## src/hdl/tcb_params.svh

```systemverilog
// TCB interconnect sizes and per-subordinate wildcard decode patterns
`ifndef TCB_PARAMS_SVH
`define TCB_PARAMS_SVH

////////////////////////////////////////////////////////////////////////////
// bus sizes
////////////////////////////////////////////////////////////////////////////

// byte address width
`define TCB_ADR 32
// data width, four byte lanes
`define TCB_DAT 32
// byte enable width
`define TCB_BEN (`TCB_DAT/8)

////////////////////////////////////////////////////////////////////////////
// interconnect
////////////////////////////////////////////////////////////////////////////

// number of memory subordinates
`define TCB_IFN 4
// words per subordinate, 256 byte window
`define TCB_MEM_DEPTH 64

// wildcard address patterns, x bits are don't care
// bits 9:8 pick the window
// bits 7:0 are the offset inside the window
// upper bits must be zero or the access misses
`define TCB_DAM0 32'h0000_00xx
`define TCB_DAM1 32'h0000_01xx
`define TCB_DAM2 32'h0000_02xx
`define TCB_DAM3 32'h0000_03xx

`endif

```

## src/hdl/tcb_pkg.sv

```systemverilog
// TCB package with the request operation and response status types
`default_nettype none

package tcb_pkg;

  //////////////////////////////////////////////////////////////////////////
  // request side
  //////////////////////////////////////////////////////////////////////////

  // request operation
  // single bit on the bus
  typedef enum logic {
    TCB_RD = 1'b0,  // read
    TCB_WR = 1'b1   // write with byte enables
  } tcb_op_t;

  //////////////////////////////////////////////////////////////////////////
  // response side
  //////////////////////////////////////////////////////////////////////////

  // response status
  // decode error comes back with zero data
  typedef enum logic {
    TCB_OK     = 1'b0,  // address hit a subordinate
    TCB_DECERR = 1'b1   // no pattern matched
  } tcb_sts_t;

endpackage : tcb_pkg

`default_nettype wire

```

## src/hdl/tcb_lib_mux.sv

```systemverilog
// TCB response mux picking subordinate read data and forming the status
`timescale 1ns/1ps
`default_nettype none

`include "tcb_params.svh"

module tcb_lib_mux
  import tcb_pkg::*;
#(
  // index width
  localparam int unsigned IFL = $clog2(`TCB_IFN)
)(
  // response tracking from the demux
  input  logic                rsp_pend,
  input  logic [IFL-1:0]      rsp_sel,
  input  logic                rsp_hit,
  // registered read data of all subordinates
  input  logic [`TCB_DAT-1:0] sub_rdt [`TCB_IFN-1:0],
  // manager response
  output logic                rsp_vld,
  output logic [`TCB_DAT-1:0] rsp_rdt,
  output tcb_sts_t            rsp_sts
);

////////////////////////////////////////////////////////////////////////////
// response strobe
////////////////////////////////////////////////////////////////////////////

  // fixed latency
  // the pending flag is the strobe
  assign rsp_vld = rsp_pend;

////////////////////////////////////////////////////////////////////////////
// data and status
////////////////////////////////////////////////////////////////////////////

  // selected window on a hit
  // zero data on a miss
  always_comb begin
    if (rsp_hit) begin
      rsp_rdt = sub_rdt[rsp_sel];
      rsp_sts = TCB_OK;
    end else begin
      rsp_rdt = '0;
      rsp_sts = TCB_DECERR;
    end
  end

endmodule : tcb_lib_mux

`default_nettype wire

```

## config.mk

```make
export PLATFORM = sky130hd
export DESIGN_NAME = tcb_lib_mux
export DESIGN_NICKNAME = d
export VERILOG_FILES = /design/src/hdl/tcb_pkg.sv /design/src/hdl/tcb_lib_mux.sv
export VERILOG_INCLUDE_DIRS = /design/src /design/src/hdl
export SDC_FILE = /design/constraint.sdc
export NUM_CORES = 1
export LEC_CHECK = 0
export CAP_MARGIN = 20
export CELL_PAD_IN_SITES_DETAIL_PLACEMENT = 0
export CELL_PAD_IN_SITES_GLOBAL_PLACEMENT = 2
export CORE_AREA = 2 2 64 66
export DETAILED_ROUTE_END_ITERATION = 8
export DIE_AREA = 0 0 66 68
export DONT_BUFFER_PORTS = 1
export PLACE_DENSITY = 0.89
export SLEW_MARGIN = 20
export SYNTH_ARGS = -nofsm -noshare
export SYNTH_HDL_FRONTEND = slang
export SYNTH_SLANG_ARGS = --single-unit
```

## constraint.sdc

```tcl
create_clock -name vclk -period 1.97
set_input_delay 0.0985 -clock vclk [all_inputs]
set_output_delay 0.0985 -clock vclk [all_outputs]
set_load 0.02 [all_outputs]
```

==> reports/qor_table.md <==
| Item | Reported | Unit |
|---|---|---|
| Critical Path Sink Type | primary output | - |
| Die ar. | 4490 | um^2 |
| Crit Path Class | input port to primary output | - |
| Max Transition Viols Final | 0 | - |
| Pin count of the biggest net entering global routing | 65 | - |
| Hold violation total from the final report | 0 | - |
| Synth top area share | 0.638 | - |
| Sequential standard cell area | 0 | um^2 |
| Antenna diode count | 0 | - |
| Tot GR Track Use | 0.109 | - |
| Post-DR vias/cell | 6.12 | - |
| Path class of the lowest-slack min-delay path | input port to primary output | - |
| Vias after detailed routing | 949 | - |
| Gp weighted congestion | 0.730 | - |
| Number of ports placed on the die boundary | 166 | - |
| FF+latch count | 0 | - |
| Worst-path maximum fanout | 16 | - |
| Post-route antenna net violation count | 0 | - |
| Setup repair after global routing missed its margin | no | - |
| Yosys synthesis warning count | 0 | - |
| Final routed wire length divided by cell count | 20.6 | um |
| Number of detailed-route iterations in the first pass | 4 | - |
| Number of global-route vias before repair | 786 | - |
| Signal arrival time at the worst endpoint | 0.92 | ns |
| Violation count after the first detailed-routing iteration | 13 | - |
| Worst IR drop on VDD | 0.000102 | V |
| Number of fillers in the final layout | 422 | - |
| Port Buffers | 0 | - |
| Die X | 66 | um |
| Number of buffers inserted by post-CTS setup repair | 0 | - |
| Synth Net Count | 245 | - |
| Gate count of the mapped netlist | 113 | - |
| Cell row count | 23 | - |
| Post-Synthesis Cell Area | 1000 | um^2 |
| Crit path time final | 1.01 | ns |
| Starting utilization of the core area | 0.260 | - |
| Remaining design rule violation count | 0 | - |
| Leakage | 0.460 | nW |
| Power per cell area | 245 | nW/um^2 |
| Rel. slew slack | 0.637 | - |
| Number of gates resized after cts | 0 | - |
| Final setup fails | 0 | - |
| Layout Area Growth over Synthesis | -4.11 | % |
| Status | completed | - |
| Sequential-to-total area share from yosys stat | 0 | - |
| Floorplan die height | 68 | um |
| Max-cap check violation count | 0 | - |
| Synth top area cells | sky130_fd_sc_hd__mux2i_1 64%, sky130_fd_sc_hd__o22ai_1 20%, sky130_fd_sc_hd__buf_12 6.0%, sky130_fd_sc_hd__buf_8 4.5%, sky130_fd_sc_hd__buf_6 1.1% | - |
| Post-cts hold buffer count | 0 | - |
| Utilization after layout | 0.250 | - |
| Post-synthesis average cell area | 8.88 | um^2 |
| Top achievable clock speed | 987 | MHz |
| Wire length of the first global-routing pass | 4020 | um |
| Core Area | 3860 | um^2 |
| Category of the worst setup path launch point | input port | - |
| Period utilization | 0.515 | - |
| CLK BUF | 0 | - |
| Final sum of negative setup slack | 0 | ns |
| Initial antenna violation count | 0 | - |
| GR Overflow Total | 0 | - |
| Share of post-route cells with drive strength above 1 | 0.0571 | - |
| Sum of routed wire length over all layers | 3190 | um |
| Cell taking the most area after synthesis | sky130_fd_sc_hd__mux2i_1 | - |
| Critical path required time | 1.87 | ns |
| Worst-margin pin slew | 0.552 | ns |
| Count of distinct cell types in the synthesized netlist | 12 | - |
| Final nets | 239 | - |
-- layer usage --
| layer | vias up | share of wire | global-route usage |
|---|---|---|---|
| met5 | - | 0 | 0 |
| met4 | 0 | 0 | 0 |
| met3 | 0 | 0.077 | 0.00822 |
| met2 | 70 | 0.55 | 0.199 |
| met1 | 439 | 0.37 | 0.149 |
| li1 | 440 | - | - |
-- worst max-delay path: stages --
cell and delay, ns:
sky130_fd_sc_hd__nand2b_1 0.14, sky130_fd_sc_hd__buf_4 0.20, sky130_fd_sc_hd__o22ai_1 0.47
-- cells by family (layout without fill, tap and decap cells) --
family          after synthesis  after routing  synth area share
mux                          64             64             0.638
compound gates               32             32             0.199
buf+inv                      15              7             0.152
simple gates                  2              2           0.00998
-- power breakdown --
| group | switching [mW] | total [mW] | internal, mW |
|---|---|---|---|
| Clock | 0 | 0 | 0 |
| Sequential | 0 | 0 | 0 |
| Combinational | 0.138 | 0.235 | 0.0977 |
-- stage by stage --
stage | hold slack (ns) | cell area (um^2) | setup WS, ns | power, mW | std cells
2_1_floorplan | 0.274 | 1000 | 1.00 | 0.261 | 113
3_3_place_gp | 0.197 | 962 | 1.00 | 0.232 | 155
3_5_place_dp | 0.197 | 962 | 0.952 | 0.237 | 155
4_1_cts | 0.197 | 962 | 0.952 | 0.237 | 155
5_1_grt | 0.197 | 962 | 0.939 | 0.252 | 155
6_report | 0.197 | 962 | 0.956 | 0.235 | 155
-- layout by cell type (no fill, tap or decap), drive strengths merged --
cell	synthesis	final
nand2b	1	1
o22ai	32	32
inv	1	1
nand2	1	1
buf	11	6
mux2i	64	64
-- cells in the mapped netlist --
master / number
sky130_fd_sc_hd__buf_12: 3
sky130_fd_sc_hd__o22ai_1: 32
sky130_fd_sc_hd__nand2b_1: 1
sky130_fd_sc_hd__buf_1: 1
sky130_fd_sc_hd__buf_4: 1
sky130_fd_sc_hd__nand2_1: 1
sky130_fd_sc_hd__mux2i_1: 64
sky130_fd_sc_hd__buf_2: 2
sky130_fd_sc_hd__clkbuf_1: 3
sky130_fd_sc_hd__buf_6: 1
sky130_fd_sc_hd__inv_1: 1
sky130_fd_sc_hd__buf_8: 3
-- area by class of cell --
class              instances  area (um^2)  share of cell area
multi-input cells         98          851               0.884
repair buffers             6         45.0              0.0468
inverters                  1         3.75             0.00390
well taps                 50         62.6              0.0650
-- worst paths after layout --
kind,start,end,cells past startpoint
worst max-delay path,rsp_sel[0],rsp_rdt[9],3
worst min-delay path,rsp_pend,rsp_vld,0
Power figures use the tool's default switching activity.
