## config.mk

```make
export PLATFORM = sky130hd
export DESIGN_NAME = tcb_lib_demux
export DESIGN_NICKNAME = d
export VERILOG_FILES = /design/src/hdl/tcb_pkg.sv /design/src/hdl/tcb_lib_demux.sv
export VERILOG_INCLUDE_DIRS = /design/src /design/src/hdl
export SDC_FILE = /design/constraint.sdc
export NUM_CORES = 1
export LEC_CHECK = 0
export BUFFER_PORTS_ARGS = -buffer_cell sky130_fd_sc_hd__buf_2
export CAP_MARGIN = 0
export CORE_AREA = 3 3 40 42
export DETAILED_ROUTE_END_ITERATION = 6
export DIE_AREA = 0 0 43 45
export GPL_ROUTABILITY_DRIVEN = 0
export HOLD_SLACK_MARGIN = 0.08
export PLACE_DENSITY = 0.37
export SLEW_MARGIN = 25
export SYNTH_ARGS = -nofsm -noshare
export SYNTH_HDL_FRONTEND = slang
export SYNTH_SLANG_ARGS = --single-unit
```

## constraint.sdc

```tcl
create_clock -name clk -period 1.3 [get_ports clk]
set_clock_uncertainty 0.05 [all_clocks]
set_input_delay 0.065 -clock clk [delete_from_list [all_inputs] [get_ports clk]]
set_output_delay 0.065 -clock clk [all_outputs]
set_load 0.01 [all_outputs]
```

## src/hdl/tcb_params.svh

```systemverilog
// TCB interconnect sizes and per-subordinate wildcard decode patterns
`ifndef TCB_PARAMS_SVH
`define TCB_PARAMS_SVH

////////////////////////////////////////////////////////////////////////////
// bus sizes
////////////////////////////////////////////////////////////////////////////

// byte address width
`define TCB_ADR 32
// data width, four byte lanes
`define TCB_DAT 32
// byte enable width
`define TCB_BEN (`TCB_DAT/8)

////////////////////////////////////////////////////////////////////////////
// interconnect
////////////////////////////////////////////////////////////////////////////

// number of memory subordinates
`define TCB_IFN 4
// words per subordinate, 256 byte window
`define TCB_MEM_DEPTH 64

// wildcard address patterns, x bits are don't care
// bits 9:8 pick the window
// bits 7:0 are the offset inside the window
// upper bits must be zero or the access misses
`define TCB_DAM0 32'h0000_00xx
`define TCB_DAM1 32'h0000_01xx
`define TCB_DAM2 32'h0000_02xx
`define TCB_DAM3 32'h0000_03xx

`endif

```

## src/hdl/tcb_pkg.sv

```systemverilog
// TCB package with the request operation and response status types
`default_nettype none

package tcb_pkg;

  //////////////////////////////////////////////////////////////////////////
  // request side
  //////////////////////////////////////////////////////////////////////////

  // request operation
  // single bit on the bus
  typedef enum logic {
    TCB_RD = 1'b0,  // read
    TCB_WR = 1'b1   // write with byte enables
  } tcb_op_t;

  //////////////////////////////////////////////////////////////////////////
  // response side
  //////////////////////////////////////////////////////////////////////////

  // response status
  // decode error comes back with zero data
  typedef enum logic {
    TCB_OK     = 1'b0,  // address hit a subordinate
    TCB_DECERR = 1'b1   // no pattern matched
  } tcb_sts_t;

endpackage : tcb_pkg

`default_nettype wire

```

## src/hdl/tcb_lib_demux.sv

```systemverilog
// TCB request demux with strobe fan-out and response path registers
`timescale 1ns/1ps
`default_nettype none

`include "tcb_params.svh"

module tcb_lib_demux
  import tcb_pkg::*;
#(
  // index width
  localparam int unsigned IFL = $clog2(`TCB_IFN)
)(
  input  logic               clk,
  input  logic               rst_n,
  // request strobe from the manager
  input  logic               req_vld,
  // decoder result
  input  logic [IFL-1:0]     sel,
  input  logic               hit,
  // per-subordinate request strobes
  output logic [`TCB_IFN-1:0] sub_vld,
  // response path, one cycle behind the request
  output logic               rsp_pend,
  output logic [IFL-1:0]     rsp_sel,
  output logic               rsp_hit
);

////////////////////////////////////////////////////////////////////////////
// request strobes
////////////////////////////////////////////////////////////////////////////

  // one-hot decode of sel
  // nothing goes out on a miss
  always_comb begin
    for (int i = 0; i < `TCB_IFN; i++) begin
      sub_vld[i] = req_vld && hit && (sel == i[IFL-1:0]);
    end
  end

////////////////////////////////////////////////////////////////////////////
// response tracking
////////////////////////////////////////////////////////////////////////////

  // every request gets exactly one response
  // hit or miss alike
  always_ff @(posedge clk or negedge rst_n) begin
    if (!rst_n) begin
      rsp_pend <= 1'b0;
      rsp_sel  <= '0;
      rsp_hit  <= 1'b0;
    end else begin
      rsp_pend <= req_vld;
      // hold the last selection when idle
      if (req_vld) begin
        rsp_sel <= sel;
        rsp_hit <= hit;
      end
    end
  end

endmodule : tcb_lib_demux

`default_nettype wire

```

==> summary.txt <==
Worst hold path
  • Hold Crit Class: input port to async pin

Timing
  • Final setup fails: 0
  • Headroom to the max-slew limit: 90.8%
  • Count of pins over their slew limit: 0
  • RSZ-0062 raised after global routing: false
  • Final Cycle Share: 94.8%
  • Setup WS post-layout: 0.0676 ns
  • Fin Setup TNS: 0 ns
  • Least-Margin Pin Slew: 0.138 ns
  • Fmax: 811 MHz
  • Hold Fails Final Rpt: 0
  • Post-layout min period: 1.23 ns

Setup path
  • CP Launch Type: input port
  • Setup CP Type: input port to output port
  • Crit path buffers/inverters: 3
  • WP data required: 1.19 ns
  • FF-to-FF Start: rsp_sel[1]$_DFFE_PN0P_
  • Cell family with most CP delay: buffers and inverters
  • CP max stage delay: 0.53 ns
  • Crit end category: output port
  • Critical path peak fanout: 5
  • WP data arrival: 1.12 ns
  • Worst R2R End: rsp_sel[1]$_DFFE_PN0P_
  • Reg2reg setup slack: 0.49 ns
  • CP max-delay cell: dlygate4sd3_1
  • Cells along the critical path: dlygate4sd3_1 -> buf_2 -> and4bb_1 -> buf_2
  • R2R depth: 1
  • Cell mode on critical path: buf_2

Yosys
  • Cells after synthesis: 11
  • Sequential-to-total area share from yosys stat: 57.1%
  • Number of synthesized register bits: 4
  • Avg Cell Area, Syn: 15.9 µm²
  • Yosys cell types: 5
  • Yosys warns: 0
  • Post-Syn Area: 175 µm²
  • Post-Syn Nets: 17

Global routing
  • Largest net degree at the start of global routing: 9
  • Number of global-route vias before repair: 173
  • Total gr overflow: 0
  • Initial antenna violation count: 0
  • Met2 Use GR: 7.49%
  • First-pass GRT wire length: 759 µm
  • GR Layer Usage met3: 2.79%
  • M1 GR Usage: 5.85%
  • GRT Max-Usage Layer: met2
  • GRT Total Usage: 5.69%

Clock tree
  • Clock Sinks: 4
  • Cts bufs inserted: 3
  • Post-CTS Setup Bufs: 0
  • Hold buffers post-CTS: 5
  • Clock transition at path regs: 0.04 ns
  • CTS Root Cell: clkbuf_4
  • Skew-Pair Late Insertion Delay: 0.23 ns
  • Max clock buf depth: 2
  • H-Tree Level Count: 1
  • CTS tree: built
  • # resized after CTS: 0

Finish
  • Fin util: 25.8%
  • Share of layout cells above drive strength 1: 50.0%
  • Layout area overhead: 89.3%
  • Antenna fix cells: 0
  • Cell area after layout: 332 µm²
  • Nets: 40
  • Multi-input logic area: 75.1 µm²
  • Storage cell area: 100 µm²
  • Filler Cell Count: 139
  • Commonest non-fill, non-tap cell in the layout: buf_2
  • Most frequent cells in the layout: buf_2, dlygate4sd3_1, dfrtp_1

Drt
  • Residual DRC: 0
  • Via Count: 169
  • Routed Antenna Nets: 0
  • Total wire length: 447 µm
  • DR pass1 iterations: 2
  • Vias/cell: 3.60
  • Average wire per standard cell: 9.51 µm
  • Drt initial violations: 3

Run status
  • Run status: finished, final reports clean

Power
  • Final total power: 349 µW
  • Maximum VDD drop: 0.344 mV
  • Lkg Pwr: 0.173 nW
  • Pwr dens: 1050 nW/µm²

Place
  • PortBufs: 13
  • Pre-CTS setup slack: 0.488 ns
  • Post-DP Area: 259 µm²

Floorplanning
  • Die width: 43 µm
  • Initial Util: 13.6%
  • Die ar.: 1940 µm²
  • Rows: 13
  • Die Y: 45 µm
  • I/O pin count: 14
  • Core area: 1280 µm²

Flow run
  • MaxCap Viol Count: 0
[worst max path at each step]
stage                                 from  slack, ns                     end  cells past startpoint
floorplan              rsp_hit$_DFFE_PN0P_       0.46     rsp_hit$_DFFE_PN0P_                      1
global placement       rsp_hit$_DFFE_PN0P_       0.50     rsp_hit$_DFFE_PN0P_                      1
detailed placement  rsp_sel[0]$_DFFE_PN0P_       0.49  rsp_sel[0]$_DFFE_PN0P_                      1
CTS                                 sel[1]       0.06              sub_vld[0]                      4
global route                        sel[1]       0.02              sub_vld[0]                      4
finish                              sel[1]       0.07              sub_vld[0]                      4
[cell type report]
class / count / share of cell area (%)
clock buffers: 3 / 6.79
well taps: 15 / 5.66
flip-flops and latches: 4 / 30.2
repair buffers: 18 / 34.7
multi-input cells: 7 / 22.6
[through the flow]
| step | hold slack (ns) | instances |
|---|---|---|
| 2_1_floorplan | -0.281 | 11 |
| 3_3_place_gp | -0.177 | 39 |
| 3_5_place_dp | -0.175 | 39 |
| 4_1_cts | 0.117 | 47 |
| 5_1_grt | 0.145 | 47 |
| 6_report | 0.119 | 47 |
[power by group]
part	internal (mW)	leakage (nW)	switching (mW)
Sequential	0.136	0.0467	0.00368
Clock	0.103	0.0138	0.0451
Combinational	0.0336	0.112	0.0272
[state kept, by name, indices dropped and copies added, names as in the netlist]
name and flops:
rsp_hit 1, rsp_sel 2, rsp_pend 1
[synthesized netlist by cell type]
cell	count	share of area, %
dfrtp_1	4	57
and4b_1	2	11
and4_1	1	5.0
mux2_1	3	19
and4bb_1	1	7.1
[kinds of logic after synthesis]
family,after synthesis,synth area share [%]
DFF,4,57.1
and+or+nand+nor,4,23.6
muxes,3,19.3
[metal layers]
metal | vias to the layer above | part of all wire [%]
li1 | 87 | -
met1 | 74 | 41
met2 | 8 | 45
met3 | 0 | 14
met4 | 0 | 0
met5 | - | 0
Power figures use the tool's default switching activity.
