--- src/hdl/tcb_params.svh ---
// TCB interconnect sizes and per-subordinate wildcard decode patterns
`ifndef TCB_PARAMS_SVH
`define TCB_PARAMS_SVH

////////////////////////////////////////////////////////////////////////////
// bus sizes
////////////////////////////////////////////////////////////////////////////

// byte address width
`define TCB_ADR 32
// data width, four byte lanes
`define TCB_DAT 32
// byte enable width
`define TCB_BEN (`TCB_DAT/8)

////////////////////////////////////////////////////////////////////////////
// interconnect
////////////////////////////////////////////////////////////////////////////

// number of memory subordinates
`define TCB_IFN 4
// words per subordinate, 256 byte window
`define TCB_MEM_DEPTH 64

// wildcard address patterns, x bits are don't care
// bits 9:8 pick the window
// bits 7:0 are the offset inside the window
// upper bits must be zero or the access misses
`define TCB_DAM0 32'h0000_00xx
`define TCB_DAM1 32'h0000_01xx
`define TCB_DAM2 32'h0000_02xx
`define TCB_DAM3 32'h0000_03xx

`endif

--- src/hdl/tcb_pkg.sv ---
// TCB package with the request operation and response status types
`default_nettype none

package tcb_pkg;

  //////////////////////////////////////////////////////////////////////////
  // request side
  //////////////////////////////////////////////////////////////////////////

  // request operation
  // single bit on the bus
  typedef enum logic {
    TCB_RD = 1'b0,  // read
    TCB_WR = 1'b1   // write with byte enables
  } tcb_op_t;

  //////////////////////////////////////////////////////////////////////////
  // response side
  //////////////////////////////////////////////////////////////////////////

  // response status
  // decode error comes back with zero data
  typedef enum logic {
    TCB_OK     = 1'b0,  // address hit a subordinate
    TCB_DECERR = 1'b1   // no pattern matched
  } tcb_sts_t;

endpackage : tcb_pkg

`default_nettype wire

--- src/hdl/tcb_lib_decoder.sv ---
// TCB wildcard address decoder giving a subordinate index and a hit flag
`timescale 1ns/1ps
`default_nettype none

module tcb_lib_decoder
  import tcb_pkg::*;
#(
  // address width
  parameter  int unsigned    ADR = 32,
  // number of subordinates
  parameter  int unsigned    IFN = 4,
  // index width
  localparam int unsigned    IFL = $clog2(IFN),
  // address/mask patterns, one per subordinate
  parameter  logic [ADR-1:0] DAM [IFN-1:0] = '{default: '0}
)(
  input  logic [ADR-1:0] adr,  // request address
  output logic [IFL-1:0] sel,  // selected subordinate
  output logic           hit   // some pattern matched
);

////////////////////////////////////////////////////////////////////////////
// pattern match
////////////////////////////////////////////////////////////////////////////

  // one match bit per subordinate
  logic [IFN-1:0] mch;

  // wildcard compare
  // x bits in the pattern match anything
  generate
    for (genvar i = 0; i < IFN; i++) begin : g_mch
      assign mch[i] = (adr ==? DAM[i]);
    end
  endgenerate

////////////////////////////////////////////////////////////////////////////
// priority encode
////////////////////////////////////////////////////////////////////////////

  // lowest matching index wins
  // walk down so the lowest hit is written last
  function automatic logic [IFL-1:0] encode (logic [IFN-1:0] val);
    logic [IFL-1:0] idx;
    idx = '0;
    for (int i = IFN-1; i >= 0; i--) begin
      if (val[i]) begin
        idx = i[IFL-1:0];
      end
    end
    return idx;
  endfunction : encode

  // index is zero on a miss
  assign sel = encode(mch);

  // any match
  assign hit = |mch;

endmodule : tcb_lib_decoder

`default_nettype wire

--- config.mk ---
export PLATFORM = sky130hd
export DESIGN_NAME = tcb_lib_decoder
export DESIGN_NICKNAME = d
export VERILOG_FILES = /design/src/hdl/tcb_params.svh /design/src/hdl/tcb_pkg.sv /design/src/hdl/tcb_lib_decoder.sv
export SDC_FILE = /design/constraint.sdc
export NUM_CORES = 1
export LEC_CHECK = 0
export ABC_CLOCK_PERIOD_IN_PS = 1200
export BUFFER_PORTS_ARGS = -buffer_cell sky130_fd_sc_hd__buf_2
export CAP_MARGIN = 25
export CORE_AREA = 2 2 39 41
export DETAILED_ROUTE_END_ITERATION = 8
export DIE_AREA = 0 0 41 43
export PLACE_DENSITY = 0.47
export SYNTH_ARGS = -nofsm -noshare
export SYNTH_HDL_FRONTEND = slang
export SYNTH_SLANG_ARGS = --single-unit
export TNS_END_PERCENT = 5
--- constraint.sdc ---
create_clock -name vclk -period 1.2
set_clock_uncertainty 0.1 [all_clocks]
set_input_delay 0 -clock vclk [all_inputs]
set_output_delay 0 -clock vclk [all_outputs]
set_load 0.005 [all_outputs]
==> results of run 1 <==
layout by cell type, fill, tap and decap left out:
cell type,count
nand4_1,2
buf_2,33
nor4_1,7
conb_1,2
nor4_2,1
nor2_1,1
per-layer routing:
layer  wire length, um  up-vias  share of wire (%)  GRT usage, %
li1                  -      121                  -             -
met4                 0        0                  0             0
met3               152        0                 34        0.5236
met1               122       83                 28         3.481
met2               165       34                 37         8.750
met5                 0        -                  0             0
worst max-delay path by stage:
stage / startpoint / slack [ps] / endpoint
CTS: adr[1] / 300 / hit
global route: adr[1] / 210 / hit
detailed placement: adr[1] / 300 / hit
finish: adr[1] / 330 / hit
floorplan: adr[26] / 610 / hit
global placement: adr[1] / 300 / hit
power breakdown:
group / switching [mW] / total (mW) / internal (mW)
clock network: 0 / 0 / 0
registers: 0 / 0 / 0
logic: 0.0176 / 0.0571 / 0.0395
metrics by stage:
step	cells	power [mW]	setup WS, ps	utilization (%)	area, um2
after floorplan	15	0.01140	614.5	-	95.09
after global placement	62	0.05725	298.5	19.17	265.3
after detailed placement	62	0.05766	304.4	19.17	265.3
after CTS	62	0.05778	304.4	19.17	265.3
after global routing	62	0.06542	207.8	19.17	265.3
final	62	0.05713	326.6	19.17	265.3
area by class of cell:
cell class	count	area [um2]
tap	16	20.02
timing repair buffer	33	165.2
fill	159	1119
multi-input combinational	13	80.08
kinds of logic (layout without fill, tap and decap cells):
kind of cell	count (synthesis)	count (layout)	synth area share, %
and+or+nand+nor	11	11	79.44
buffers and inverters	2	33	16.43
other	1	2	4.106
tightest hold or removal path, cell delays in order:
cell and delay, ps:
buf_2 80, nor4_2 30, nand4_1 60, nor2_1 40, buf_2 110
==> run metrics, run 1 <==
status=completed; worst path required time=1100 ps; library cells used by synthesis=6; crit-path leading delay family=simple AND/OR/NAND/NOR gates; Die Span Y=43 um; CP Buf/Inv Count=2; DPL Wire Length=436.8 um; final setup vio count=0; Layout clock buffers=0; top cell type's share of synthesized area=47.95%; post-synthesis sequential area ratio=0%; Post-CTS Setup Bufs=0; DRT Pass-1 Iters=2; # diodes=0; layout cells sized above 1=73.91%; leakage=0.1428 nW; initial drt markers=1; CP Max Fanout=1; WHS Path Cells=5; # IOs=35; hold_sp=adr[24]; Crit Path Category=primary input to output pin; largest net degree at the start of global routing=2; Stages on worst setup path=5; YS warnings=0; final WL=441 um; Setup crit start kind=primary input; fmax=1145 MHz; top cells by area, synth=nor4_1, buf_4, nand4_1, nor4_2, conb_1; hold path endpoint=hit; GPL Wtd Cong=0.6173; CP most frequent cell=buf_2; syn avg cell area=6.524 um2; register area=0 um2; Yosys top cell by area=nor4_1; crit path cell chain=buf_2 -> nor4_1 -> nand4_1 -> nor2_1 -> buf_2; first-pass GRT wire length=510 um; Via Count=238; CP endpoint kind=output pin; Slowest-stage cell, CP=nor4_1; final hold vios=0; fin crit period=873.4 ps; CTS Hold Bufs=0; Core Region=1384 um2; Synth Instances=14; vias per cell=3.839; Rows=14; final hold slack=223.9 ps; drt drc=0; Remaining Overflow, GRT=0; setup TNS=0 ps; Area Overhead vs Synth=190.4%; CTS resizes=0; Routed Antenna Nets=0; Max Cap Viol=0; die area=1763 um2; Max stage delay on crit path=290 ps; unrepaired setup endpoints after global routing=no; routed len/inst=7.113 um; number of global-route vias before repair=176; Initial Utilization=6.600%; Synth Cell Area=91.34 um2; Pins Over Slew Limit=0; nets@finish=80; GRT Total Usage=3.996%; hold crit path type=primary input to output pin; IO Port Bufs=33; sequential cells=0; pwr dens=215.4 nW/um2; commonest cells in the netlist=nor4_1, buf_4, nand4_1; initial antenna violation count=0; chip width=41 um; top-count cell post-synth=nor4_1; Worst EP arrival=770 ps; fin crit share=72.79%; Worst VDD drop=0.04391 mV
No activity file was read; power rests on OpenSTA's default activity.
==> inputs of run 2 (changes only) <==
ABC_CLOCK_PERIOD_IN_PS = 800   (was 1200)
PLACE_DENSITY = 0.49   (was 0.47)
clock period = 0.8 ns   (was 1.2 ns; I/O delays follow)
==> run metrics, run 2 (synthesis results as in run 1) <==
first-pass GRT wire length=607 um; Post-Route Utilization=24.95%; Worst VDD drop=0.09665 mV; Remaining Overflow, GRT=0; number of global-route vias before repair=180; CP Max Fanout=1; GPL Wtd Cong=0.6408; initial antenna violation count=0; fin crit share=103.5%; fin crit period=828.4 ps; drt drc=0; status=finished, violations left; fmax=1207 MHz; worst path required time=700 ps; chip width=41 um; vias per cell=4.000; CP endpoint kind=output pin; GRT Total Usage=4.995%; Tot Pwr=0.1257 mW; Max stage delay on crit path=260 ps; layout cells sized above 1=82.61%; final WL=567 um; Via Count=248; WHS Path Cells=5; final hold vios=0; Area Overhead vs Synth=278.1%; pwr dens=364.1 nW/um2; Final WS setup=-28.36 ps; Layout clock buffers=0; Slowest-stage cell, CP=nor4_4; Crit Path Category=primary input to output pin; hold path endpoint=hit; Rows=14; Die Span Y=43 um; failing checks=setup timing; routed len/inst=9.145 um; crit path cell chain=buf_6 -> nor4_4 -> nand4_1 -> nor2_1 -> buf_2; hold crit path type=primary input to output pin; Initial Utilization=6.600%; Routed Antenna Nets=0; initial drt markers=0; Layout fillers=152; hold_sp=adr[24]; most common cell after layout, fill and taps aside=buf_2; final setup vio count=1; # diodes=0; nets@finish=80; Pins Over Slew Limit=0; # IOs=35; most frequent cells in the layout=buf_2, buf_6, nor4_2, nor4_1; IO Port Bufs=33; Post-CTS Setup Bufs=0; unrepaired setup endpoints after global routing=yes; DRT Pass-1 Iters=1; Core Region=1384 um2; Setup crit start kind=primary input; Worst EP arrival=730 ps; register area=0 um2; Max Cap Viol=0; sequential cells=0; die area=1763 um2; largest net degree at the start of global routing=2; leakage=0.1604 nW
[run 2: cell counts in the layout (fill, tap and decap cells not counted)]
Identical to the previous run, type by type.
[run 2: routing by layer]
layer	routed length [um]	vias to the layer above	GRT usage [%]
li1	-	121	-
met1	132	93	3.481
met2	270	34	12.19
met3	164	0	0
met4	0	0	0
met5	0	-	0
[run 2: cell type report]
type	count	area (um2)	area share, %
multi-input combinational	13	122.6	35.51
timing repair buffer	33	202.7	58.70
tap	16	20.02	5.797
[run 2: worst max path at each step]
stage,depth (start not counted),end,startpoint,slack [ps]
2_1_floorplan,3,hit,adr[26],210
3_3_place_gp,5,hit,adr[1],-110
3_5_place_dp,5,hit,adr[1],-90
4_1_cts,5,hit,adr[4],-30
5_1_grt,5,hit,adr[4],-90
6_report,5,hit,adr[4],-30
[run 2: stage by stage]
stage	TNS [ps]	cells	hold WS, ps	instance area (um2)	worst slack [ps]
after floorplan	0	15	14.22	95.09	214.5
after global placement	-110.4	62	231.4	265.3	-110.4
after detailed placement	-94.14	62	224.8	265.3	-94.14
after CTS	-28.39	62	222.1	339.1	-28.39
after global routing	-85.60	62	248.2	345.3	-85.60
final	-28.36	62	223.0	345.3	-28.36
[run 2: timing repair]
item | CTS | global route
pin swaps | 6 | 2
resized for setup | 11 | 1
endpoints found under the setup margin | 1 | 1
hold buffers | 0 | 0
endpoints found under the hold margin | 0 | 0
[run 2: critical path: cells and delay by family]
family | cells | cell delay [ps]
AND/OR/NAND/NOR | 3 | 510
buffers and inverters | 2 | 210
[run 2: power breakdown]
| part | total, mW | internal, mW | switching [mW] |
|---|---|---|---|
| combinational | 0.126 | 0.0829 | 0.0429 |
| sequential | 0 | 0 | 0 |
| clock | 0 | 0 | 0 |
==> inputs of run 3 (changes only) <==
BUFFER_PORTS_ARGS = -buffer_cell sky130_fd_sc_hd__clkbuf_2   (was -buffer_cell sky130_fd_sc_hd__buf_2)
==> run metrics, run 3 (synthesis results as in run 1) <==
status=finished, violations left; failing checks=setup timing; Initial Utilization=6.600%; Die Span Y=43 um; Worst EP arrival=740 ps; initial antenna violation count=0; Crit Path Category=primary input to output pin; vias per cell=4.097; Worst VDD drop=0.09631 mV; fin crit share=105.5%; sequential cells=0; drt drc=0; Area Overhead vs Synth=241.1%; CTS Hold Bufs=0; GPL Wtd Cong=0.6324; final setup vio count=1; Routed Antenna Nets=0; most common cell after layout, fill and taps aside=clkbuf_2; CP Max Fanout=1; final WL=554 um; Rows=14; CP endpoint kind=output pin; leakage=0.1556 nW; fmax=1185 MHz; most frequent cells in the layout=clkbuf_2, nor4_2, nor4_1, nand4_1, conb_1; largest net degree at the start of global routing=2; Final WS setup=-43.98 ps; nets@finish=80; unrepaired setup endpoints after global routing=yes; Layout clock buffers=0; Post-Route Utilization=22.51%; worst path required time=700 ps; register area=0 um2; pwr dens=351.9 nW/um2; DRT Pass-1 Iters=1; Core Region=1384 um2; number of global-route vias before repair=213; initial drt markers=0; final hold vios=0; first-pass GRT wire length=593 um; chip width=41 um; Tot Pwr=0.1096 mW; final std cells w/o fill=62; Setup WS pre-CTS=-114.8 ps; Post-Place Cells=62; Pins Over Slew Limit=0; die area=1763 um2; DPL Wire Length=478 um; layout cells sized above 1=84.78%; # IOs=35; Via Count=254; hold crit path type=primary input to output pin; fin crit period=844.0 ps; routed len/inst=8.935 um; # diodes=0; GRT Total Usage=4.595%; Setup crit start kind=primary input; Remaining Overflow, GRT=0; IO Port Bufs=33; Max Cap Viol=0
[run 3: critical path, cell delays in order]
cell and delay [ps]:
buf_6 90, nor4_4 270, nand4_1 150, nor2_1 110, buf_2 110
[run 3: power by group]
group	leakage (nW)	switching (mW)	internal, mW	total (mW)
registers	0	0	0	0
clock network	0	0	0	0
logic	0.156	0.0418	0.0678	0.110
[run 3: final timing paths]
kind | slack [ps] | depth (start not counted) | to | from
setup / recovery | -40 | 5 | hit | adr[1]
hold / removal | 220 | 5 | hit | adr[24]
[run 3: layout make-up]
| type | instances | area, um2 |
|---|---|---|
| Fill cell | 155 | 1072 |
| Multi-Input combinational cell | 13 | 120.1 |
| Tap cell | 16 | 20.02 |
| Timing Repair Buffer | 33 | 171.4 |
[run 3: metrics by stage]
step	area, um2	hold WS (ps)	setup TNS, ps
after floorplan	95.09	14.22	0
after global placement	265.3	221.8	-98.43
after detailed placement	265.3	222.4	-114.8
after CTS	277.8	223.2	-50.77
after global routing	311.5	252.4	-105.5
final	311.5	224.5	-43.98
[run 3: repair_timing]
| item | 4_1_cts | 5_1_grt |
|---|---|---|
| gates resized for setup | 2 | 6 |
| setup endpoints to repair | 1 | 1 |
| hold endpoints to repair | 0 | 0 |
| setup buffers | 0 | 0 |
| pin swaps | 2 | 3 |
[run 3: metal layers]
metal	global-route usage, %	vias to the layer above	share of wire (%)
met2	10.63	34	49
met5	0	-	0
li1	-	121	-
met3	0	0	23
met1	3.797	99	28
met4	0	0	0
